## src/s2mm_pkg.sv

```systemverilog
// ********************
// Widths and AXI4 encodings shared by the s2mm write engine
// Referenced by scoped name, never imported
// ********************
`default_nettype none

package s2mm_pkg;

   // Stream and AXI data path
   localparam int DATA_W = 32;
   localparam int STRB_W = DATA_W / 8;

   // log2 of bytes per beat, used for address steps
   localparam int BYTE_SHIFT = 2;

   // AXI4 write channel field widths
   localparam int AXI_LEN_W = 8;
   localparam int SIZE_W    = 3;
   localparam int BURST_W   = 2;
   localparam int RESP_W    = 2;

   // Burst length in beats, one bit wider than awlen
   localparam int CMD_LEN_W = AXI_LEN_W + 1;

   // Encodings
   localparam logic [SIZE_W-1:0]  SIZE_4B    = 3'b010;
   localparam logic [BURST_W-1:0] BURST_INCR = 2'b01;
   localparam logic [RESP_W-1:0]  RESP_OKAY  = 2'b00;

endpackage

`default_nettype wire
```

## src/s2mm_top.sv

```systemverilog
// ********************
// Stream to memory write engine, FIFO plus burst planner and writer
// ********************
`timescale 1ns/1ps
`default_nettype none

module s2mm_top #(
   parameter int ADDR_W  = 32,
   parameter int FIFO_AW = 5,
   parameter int LEN_W   = 16
) (
   input  wire                             clk_i,
   input  wire                             reset_i,
   // Stream slave
   input  wire                             s_tvalid_i,
   input  wire  [s2mm_pkg::DATA_W-1:0]     s_tdata_i,
   output logic                            s_tready_o,
   // Control
   input  wire                             start_i,
   input  wire  [ADDR_W-1:0]               addr_i,
   input  wire  [LEN_W-1:0]                len_i,
   input  wire  [FIFO_AW:0]                max_len_i,
   output logic                            busy_o,
   output logic                            error_o,
   // AXI4 write master
   output logic                            awvalid_o,
   input  wire                             awready_i,
   output logic [ADDR_W-1:0]               awaddr_o,
   output logic [s2mm_pkg::AXI_LEN_W-1:0]  awlen_o,
   output logic [s2mm_pkg::SIZE_W-1:0]     awsize_o,
   output logic [s2mm_pkg::BURST_W-1:0]    awburst_o,
   output logic                            wvalid_o,
   input  wire                             wready_i,
   output logic [s2mm_pkg::DATA_W-1:0]     wdata_o,
   output logic [s2mm_pkg::STRB_W-1:0]     wstrb_o,
   output logic                            wlast_o,
   input  wire                             bvalid_i,
   output logic                            bready_o,
   input  wire  [s2mm_pkg::RESP_W-1:0]     bresp_i
);

   logic                            fifo_full;
   logic                            fifo_empty;
   logic                            fifo_rd;
   logic [s2mm_pkg::DATA_W-1:0]     fifo_data;
   logic [FIFO_AW:0]                fifo_level;
   logic                            cmd_valid;
   logic [ADDR_W-1:0]               cmd_addr;
   logic [s2mm_pkg::CMD_LEN_W-1:0]  cmd_len;
   logic                            wr_busy;
   logic                            start_accept;

   assign s_tready_o   = !fifo_full;
   // Start only counts while no transfer is running
   assign start_accept = start_i && !busy_o;

   s2mm_fifo #(
      .DATA_W (s2mm_pkg::DATA_W),
      .FIFO_AW(FIFO_AW)
   ) i_fifo (
      .clk_i    (clk_i),
      .reset_i  (reset_i),
      .wr_en_i  (s_tvalid_i && s_tready_o),
      .wr_data_i(s_tdata_i),
      .full_o   (fifo_full),
      .rd_en_i  (fifo_rd),
      .rd_data_o(fifo_data),
      .empty_o  (fifo_empty),
      .level_o  (fifo_level)
   );

   s2mm_burst_planner #(
      .ADDR_W (ADDR_W),
      .FIFO_AW(FIFO_AW),
      .LEN_W  (LEN_W)
   ) i_planner (
      .clk_i      (clk_i),
      .reset_i    (reset_i),
      .start_i    (start_i),
      .addr_i     (addr_i),
      .len_i      (len_i),
      .max_len_i  (max_len_i),
      .level_i    (fifo_level),
      .wr_busy_i  (wr_busy),
      .cmd_valid_o(cmd_valid),
      .cmd_addr_o (cmd_addr),
      .cmd_len_o  (cmd_len),
      .busy_o     (busy_o)
   );

   s2mm_burst_writer #(
      .ADDR_W(ADDR_W)
   ) i_writer (
      .clk_i       (clk_i),
      .reset_i     (reset_i),
      .cmd_valid_i (cmd_valid),
      .cmd_addr_i  (cmd_addr),
      .cmd_len_i   (cmd_len),
      .busy_o      (wr_busy),
      .fifo_empty_i(fifo_empty),
      .fifo_data_i (fifo_data),
      .fifo_rd_o   (fifo_rd),
      .start_i     (start_accept),
      .error_o     (error_o),
      .awvalid_o   (awvalid_o),
      .awready_i   (awready_i),
      .awaddr_o    (awaddr_o),
      .awlen_o     (awlen_o),
      .awsize_o    (awsize_o),
      .awburst_o   (awburst_o),
      .wvalid_o    (wvalid_o),
      .wready_i    (wready_i),
      .wdata_o     (wdata_o),
      .wstrb_o     (wstrb_o),
      .wlast_o     (wlast_o),
      .bvalid_i    (bvalid_i),
      .bready_o    (bready_o),
      .bresp_i     (bresp_i)
   );

endmodule

`default_nettype wire

```

## src/s2mm_burst_writer.sv

```systemverilog
// ********************
// AXI4 write master, one AW, its W beats from the FIFO, then B
// Takes one planned burst at a time
// ********************
`timescale 1ns/1ps
`default_nettype none

module s2mm_burst_writer #(
   parameter int ADDR_W = 32
) (
   input  wire                                clk_i,
   input  wire                                reset_i,
   // Burst command
   input  wire                                cmd_valid_i,
   input  wire  [ADDR_W-1:0]                  cmd_addr_i,
   input  wire  [s2mm_pkg::CMD_LEN_W-1:0]     cmd_len_i,
   output logic                               busy_o,
   // FIFO read side
   input  wire                                fifo_empty_i,
   input  wire  [s2mm_pkg::DATA_W-1:0]        fifo_data_i,
   output logic                               fifo_rd_o,
   // Error flag
   input  wire                                start_i,
   output logic                               error_o,
   // AW channel
   output logic                               awvalid_o,
   input  wire                                awready_i,
   output logic [ADDR_W-1:0]                  awaddr_o,
   output logic [s2mm_pkg::AXI_LEN_W-1:0]     awlen_o,
   output logic [s2mm_pkg::SIZE_W-1:0]        awsize_o,
   output logic [s2mm_pkg::BURST_W-1:0]       awburst_o,
   // W channel
   output logic                               wvalid_o,
   input  wire                                wready_i,
   output logic [s2mm_pkg::DATA_W-1:0]        wdata_o,
   output logic [s2mm_pkg::STRB_W-1:0]        wstrb_o,
   output logic                               wlast_o,
   // B channel
   input  wire                                bvalid_i,
   output logic                               bready_o,
   input  wire  [s2mm_pkg::RESP_W-1:0]        bresp_i
);

   localparam int CMD_W = s2mm_pkg::CMD_LEN_W;

   localparam logic [1:0] ST_IDLE = 2'd0;
   localparam logic [1:0] ST_ADDR = 2'd1;
   localparam logic [1:0] ST_DATA = 2'd2;
   localparam logic [1:0] ST_RESP = 2'd3;

   logic [1:0]        state_q;
   logic [ADDR_W-1:0] addr_q;
   logic [CMD_W-1:0]  beats_q;
   logic              error_q;
   logic              last_beat;
   logic              aw_fire;
   logic              w_fire;
   logic              b_fire;

   assign last_beat = (beats_q == CMD_W'(1));
   assign aw_fire   = awvalid_o && awready_i;
   assign w_fire    = wvalid_o && wready_i;
   assign b_fire    = bvalid_i && bready_o;

   always_ff @(posedge clk_i) begin
      if (reset_i) begin
         state_q <= ST_IDLE;
      end else begin
         case (state_q)
            ST_IDLE: begin
               if (cmd_valid_i) begin
                  state_q <= ST_ADDR;
               end
            end
            ST_ADDR: begin
               if (aw_fire) begin
                  state_q <= ST_DATA;
               end
            end
            ST_DATA: begin
               if (w_fire && last_beat) begin
                  state_q <= ST_RESP;
               end
            end
            default: begin
               if (b_fire) begin
                  state_q <= ST_IDLE;
               end
            end
         endcase
      end
   end

   // Counter holds the burst length through AW, then counts down beats
   always_ff @(posedge clk_i) begin
      if (state_q == ST_IDLE && cmd_valid_i) begin
         addr_q  <= cmd_addr_i;
         beats_q <= cmd_len_i;
      end else if (w_fire) begin
         beats_q <= beats_q - 1'b1;
      end
   end

   // Sticky until the next accepted transfer start
   always_ff @(posedge clk_i) begin
      if (reset_i) begin
         error_q <= 1'b0;
      end else if (start_i) begin
         error_q <= 1'b0;
      end else if (b_fire && bresp_i != s2mm_pkg::RESP_OKAY) begin
         error_q <= 1'b1;
      end
   end

   assign busy_o    = (state_q != ST_IDLE);
   assign error_o   = error_q;
   assign awvalid_o = (state_q == ST_ADDR);
   assign awaddr_o  = addr_q;
   assign awlen_o   = s2mm_pkg::AXI_LEN_W'(beats_q - 1'b1);
   assign awsize_o  = s2mm_pkg::SIZE_4B;
   assign awburst_o = s2mm_pkg::BURST_INCR;
   assign wvalid_o  = (state_q == ST_DATA) && !fifo_empty_i;
   assign wdata_o   = fifo_data_i;
   assign wstrb_o   = '1;
   assign wlast_o   = wvalid_o && last_beat;
   assign fifo_rd_o = w_fire;
   assign bready_o  = (state_q == ST_RESP);

endmodule

`default_nettype wire

```

## src/s2mm_burst_planner.sv

```systemverilog
// ********************
// Splits a transfer into bursts that the FIFO already holds
// Issues one command per burst to the writer
// ********************
`timescale 1ns/1ps
`default_nettype none

module s2mm_burst_planner #(
   parameter int ADDR_W  = 32,
   parameter int FIFO_AW = 5,
   parameter int LEN_W   = 16
) (
   input  wire                              clk_i,
   input  wire                              reset_i,
   // Transfer request
   input  wire                              start_i,
   input  wire  [ADDR_W-1:0]                addr_i,
   input  wire  [LEN_W-1:0]                 len_i,
   input  wire  [FIFO_AW:0]                 max_len_i,
   // FIFO word count
   input  wire  [FIFO_AW:0]                 level_i,
   // Writer handshake
   input  wire                              wr_busy_i,
   output logic                             cmd_valid_o,
   output logic [ADDR_W-1:0]                cmd_addr_o,
   output logic [s2mm_pkg::CMD_LEN_W-1:0]   cmd_len_o,
   output logic                             busy_o
);

   localparam int CMD_W = s2mm_pkg::CMD_LEN_W;
   localparam int CMP_W = (LEN_W > FIFO_AW + 1) ? LEN_W : FIFO_AW + 1;

   localparam logic ST_IDLE = 1'b0;
   localparam logic ST_WAIT = 1'b1;

   logic              state_q;
   logic [LEN_W-1:0]  remain_q;
   logic [ADDR_W-1:0] addr_q;

   logic [CMP_W-1:0]  remain_x;
   logic [CMP_W-1:0]  max_x;
   logic [CMP_W-1:0]  level_x;
   logic [CMP_W-1:0]  burst_x;
   logic              start_ok;
   logic              issue;
   logic              done;

   always_comb begin
      remain_x = CMP_W'(remain_q);
      max_x    = CMP_W'(max_len_i);
      level_x  = CMP_W'(level_i);
      // Lesser of what is left and the maximum burst
      burst_x  = (remain_x <= max_x) ? remain_x : max_x;
      start_ok = (state_q == ST_IDLE) && start_i;
      issue    = (state_q == ST_WAIT) && !wr_busy_i && (remain_q != '0) &&
                 (level_x >= burst_x);
      done     = (state_q == ST_WAIT) && !wr_busy_i && (remain_q == '0);
   end

   always_ff @(posedge clk_i) begin
      if (reset_i) begin
         state_q <= ST_IDLE;
      end else if (start_ok) begin
         state_q <= ST_WAIT;
      end else if (done) begin
         state_q <= ST_IDLE;
      end
   end

   // Remaining words and next burst address
   always_ff @(posedge clk_i) begin
      if (start_ok) begin
         remain_q <= len_i;
         addr_q   <= addr_i;
      end else if (issue) begin
         remain_q <= remain_q - LEN_W'(burst_x);
         addr_q   <= addr_q + (ADDR_W'(burst_x) << s2mm_pkg::BYTE_SHIFT);
      end
   end

   assign cmd_valid_o = issue;
   assign cmd_addr_o  = addr_q;
   assign cmd_len_o   = CMD_W'(burst_x);
   assign busy_o      = (state_q == ST_WAIT);

endmodule

`default_nettype wire

```

## src/s2mm_fifo.sv

```systemverilog
// ********************
// Synchronous first-word-fall-through FIFO with a word count
// Buffers the incoming stream ahead of the AXI writer
// ********************
`timescale 1ns/1ps
`default_nettype none

module s2mm_fifo #(
   parameter int DATA_W  = 32,
   parameter int FIFO_AW = 5
) (
   input  wire                clk_i,
   input  wire                reset_i,
   // Write side
   input  wire                wr_en_i,
   input  wire  [DATA_W-1:0]  wr_data_i,
   output logic               full_o,
   // Read side
   input  wire                rd_en_i,
   output logic [DATA_W-1:0]  rd_data_o,
   output logic               empty_o,
   output logic [FIFO_AW:0]   level_o
);

   localparam int DEPTH = 1 << FIFO_AW;

   logic [DATA_W-1:0]  mem [DEPTH];
   logic [FIFO_AW-1:0] wr_ptr_q;
   logic [FIFO_AW-1:0] rd_ptr_q;
   logic [FIFO_AW:0]   level_q;
   logic               do_wr;
   logic               do_rd;

   assign do_wr = wr_en_i && !full_o;
   assign do_rd = rd_en_i && !empty_o;

   always_ff @(posedge clk_i) begin
      if (do_wr) begin
         mem[wr_ptr_q] <= wr_data_i;
      end
   end

   always_ff @(posedge clk_i) begin
      if (reset_i) begin
         wr_ptr_q <= '0;
         rd_ptr_q <= '0;
         level_q  <= '0;
      end else begin
         if (do_wr) begin
            wr_ptr_q <= wr_ptr_q + 1'b1;
         end
         if (do_rd) begin
            rd_ptr_q <= rd_ptr_q + 1'b1;
         end
         if (do_wr && !do_rd) begin
            level_q <= level_q + 1'b1;
         end else if (do_rd && !do_wr) begin
            level_q <= level_q - 1'b1;
         end
      end
   end

   // Level never exceeds DEPTH, so its top bit means full
   assign full_o    = level_q[FIFO_AW];
   assign empty_o   = (level_q == '0);
   assign level_o   = level_q;
   assign rd_data_o = mem[rd_ptr_q];

endmodule

`default_nettype wire

```

## config.mk

```make
export PLATFORM = sky130hd
export DESIGN_NAME = s2mm_top
export DESIGN_NICKNAME = d
export VERILOG_FILES = /design/src/s2mm_pkg.sv /design/src/s2mm_top.sv /design/src/s2mm_burst_writer.sv /design/src/s2mm_burst_planner.sv /design/src/s2mm_fifo.sv
export SDC_FILE = /design/constraint.sdc
export NUM_CORES = 1
export LEC_CHECK = 0
export BUFFER_PORTS_ARGS = -buffer_cell sky130_fd_sc_hd__buf_2
export CAP_MARGIN = 30
export CELL_PAD_IN_SITES_DETAIL_PLACEMENT = 0
export CELL_PAD_IN_SITES_GLOBAL_PLACEMENT = 1
export CORE_ASPECT_RATIO = 1.1
export CORE_MARGIN = 2
export CORE_UTILIZATION = 53
export DETAILED_ROUTE_END_ITERATION = 12
export GPL_ROUTABILITY_DRIVEN = 0
export MAX_ROUTING_LAYER = met4
export PLACE_DENSITY = 0.85
export SLEW_MARGIN = 20
export SYNTH_ARGS = -nofsm -noshare
export SYNTH_HDL_FRONTEND = slang
export SYNTH_HIERARCHICAL = 1
export SYNTH_SLANG_ARGS = --single-unit
```

## constraint.sdc

```tcl
create_clock -name clk_i -period 7.3 [get_ports clk_i]
set_input_delay 1.095 -clock clk_i [delete_from_list [all_inputs] [get_ports clk_i]]
set_output_delay 1.095 -clock clk_i [all_outputs]
set_load 0.03 [all_outputs]
```

==> results_dict.tcl <==
set metrics [dict create \
    ctsLongestPathBuffers 3 \
    synth_cell_type_count 75 \
    crit_arrival_ps 5580 \
    crit_fanout 33 \
    core_area_um2 86500 \
    whs_ps 423 \
    fillerInstances 6144 \
    worstMarginPinSlew_ps 1140 \
    clk_pin_slew_ps 60 \
    io_buffers 173 \
    status "complete, no violations" \
    syn_to_final_growth_pct 12.7 \
    critPathKind "in2reg" \
    synth-seq-cells 1138 \
    crit_required_ps 7680 \
    seq_area_frac_synth_pct 73.2 \
    hp-class "reg2reg" \
    post-cts-setup-buffer-count 0 \
    synth_warnings 6 \
    leakage_nw 16.8 \
    synth-edff-count 1113 \
    drive_above_1_share_pct 27.5 \
    cts_htree_levels 3 \
    wirelength_mm 110 \
    dieArea_um2 89800 \
    synthTopCellsByCount "edfxtp_1 (1113), mux2_2 (204), mux4_2 (128), o21ai_0 (104), nor2_1 (93)" \
    yosysTopAreaCell "edfxtp_1" \
    start_kind "input pin" \
    synth.most_common_cell "edfxtp_1" \
    cts_hold_buf 0 \
    layout_min_cycle_time_ps 5210 \
    drc 0 \
    synthCells 2614 \
    finalHoldViolations 0 \
    rsz0062_at_grt "no" \
    die-height_um 314 \
    cts_resized 0 \
    ff2ff_path_depth 16 \
    clk_latency_ps 680 \
    final_max_slew_viol_count 0 \
    setup_tns_ps 0 \
    fmax_mhz 192 \
    rows 113 \
    drt_pass1_iterations 5 \
    track_usage_pct 25.3 \
    multi_input_area_um2 11700 \
    finalCritPeriodShare_pct 71.3 \
    wl_per_cell_um 27.2 \
    async_flop_share_pct 0 \
    worstReg2RegEnd "i_writer/beats_q[7]$_DFFE_PP_" \
    cts_tree "built" \
    vias_per_cell 6.17 \
    drt-initial-drc-count 2941 \
    ff2ff_setup_slack_ps 2180 \
    synthTopCellsByArea "edfxtp_1 (72%), mux4_2 (6.2%), mux2_2 (5.0%)" \
    synth_area_um2 46300 \
    drtAntennaViolNets 0 \
    endpoint "i_writer/beats_q[7]$_DFFE_PP_" \
    syn_area_per_cell_um2 17.7 \
    layout.nets 2942 \
    grt_max_degree 180 \
    cts_root_buf "clkbuf_16" \
    setup_viol 0 \
    synth_top_cell_area_share_pct 72.2 \
    critPathLaunch "max_len_i[1]" \
    skew_ps 19.5 \
    r2r_start "i_planner/remain_q[11]$_DFFE_PP_" \
    seqCellArea_um2 33900 \
    vias 25000 \
    max-slew-margin-rel_pct 24.2 \
    hp-start "i_planner/cmd_addr_o[1]$_DFFE_PP_" \
    post-dp-hpwl_mm 59.2 \
    antenna_found_initial 9 \
    endpoint_kind "register" \
    maxCapViolCount 0 \
    first_global_vias 25400 \
    synth_ff_type "edfxtp_1" \
    powerDensity_nw_per_um2 280 \
    grt_pass1_wl_mm 161 \
    numCtsBuffers 106 \
    die_width_um 286 \
    fin_util_pct 60.4 \
    initial_utilization_pct 53.5 \
    grt_overflow_total 0 \
    ios 183 \
    peakVddDrop_v 0.000184 \
    clock-sinks 1138 \
]
-- flip-flops by register name (all words and copies together) (netlist names), named ones only --
name and count:
i_fifo/mem 1024, i_planner/cmd_addr_o 32, i_writer/beats_q 9, i_writer/state_q 2, i_writer/awaddr_o 32, i_planner/busy_o 1, i_fifo/level_o 6, i_fifo/wr_ptr_q 5
i_writer/error_o 1, i_planner/remain_q 16, i_fifo/rd_ptr_q 5
-- critical path, cell delays in order --
cell	delay [ps]
buf_2	90
inv_1	50
ha_1	300
nor2b_1	130
o21a_1	150
o21ai_0	150
a21oi_1	100
a211oi_1	240
o21ai_1	110
buf_4	210
mux2i_1	350
ha_1	310
a21o_1	160
a21o_1	180
a21oi_1	140
nor2b_1	50
o21ai_0	250
a21oi_1	140
nand2_1	400
inv_2	440
or2_1	510
-- where the power goes --
group,internal [mW],total [mW],switching (mW)
combinational,0.470,1.40,0.932
sequential,7.43,7.55,0.115
clock,3.29,5.67,2.38
total,11.2,14.6,3.43
-- layout by cell type, fill, tap and decap left out, types with 58 or more instances in the layout --
cell type	netlist	layout
buf_2	13	173
nand2_1	69	68
nor3_1	69	69
mux2_2	204	204
a211oi_1	67	67
o22ai_1	64	64
a22o_1	64	64
edfxtp_1	1113	1113
o21ai_0	104	104
nor2b_1	78	77
mux4_2	128	128
nor2_1	93	58
clkbuf_16	0	108
-- layout make-up --
type | instances | share of cell area (%)
Sequential cell | 1138 | 65.0
Multi-Input combinational cell | 1282 | 22.3
Clock buffer | 134 | 5.50
Tap cell | 1150 | 2.76
Timing Repair Buffer | 229 | 2.72
Clock inverter | 67 | 1.41
Inverter | 37 | 0.266
Antenna cell | 9 | 0.0431
-- how the worst min path moves through the flow --
stage / cells past startpoint / end / slack [ps]
after floorplan: 0 / i_writer/awaddr_o[0]$_DFFE_PP_ / 400
after global placement: 0 / i_writer/awaddr_o[1]$_DFFE_PP_ / 410
after detailed placement: 0 / i_writer/awaddr_o[0]$_DFFE_PP_ / 410
after CTS: 0 / i_writer/awaddr_o[1]$_DFFE_PP_ / 430
after global routing: 0 / i_writer/awaddr_o[0]$_DFFE_PP_ / 440
final: 0 / i_writer/awaddr_o[1]$_DFFE_PP_ / 420
-- logic make-up (layout without fill, tap and decap cells) --
logic type	count (synthesis)	after routing	share of synthesized area, %
flops	1138	1138	73.2
simple gates	423	423	4.91
compound gates	391	391	5.64
mux	341	341	11.4
buf+inv	213	467	2.34
fa+ha+maj	53	53	1.48
xor+xnor	52	52	0.983
other cells	3	31	0.0243
-- routing by layer --
| layer | track usage [%] | routed length, um |
|---|---|---|
| met4 | 9.84 | 3580 |
| met3 | 3.96 | 8880 |
| met5 | - | 0 |
| met1 | 31.9 | 42500 |
| met2 | 41.5 | 55200 |
-- per-stage QoR --
| stage | setup WS, ps | cells | power [mW] | cell area [um^2] |
|---|---|---|---|---|
| detailed placement | 1420 | 3833 | 9.07 | 48500 |
| floorplan | 1210 | 2633 | 8.63 | 46400 |
| global placement | 1470 | 3830 | 9.01 | 48500 |
| global route | 1680 | 4044 | 15.1 | 52200 |
| finish | 2090 | 4046 | 14.6 | 52200 |
| CTS | 2060 | 4034 | 14.7 | 52100 |
Power figures use the tool's default switching activity.
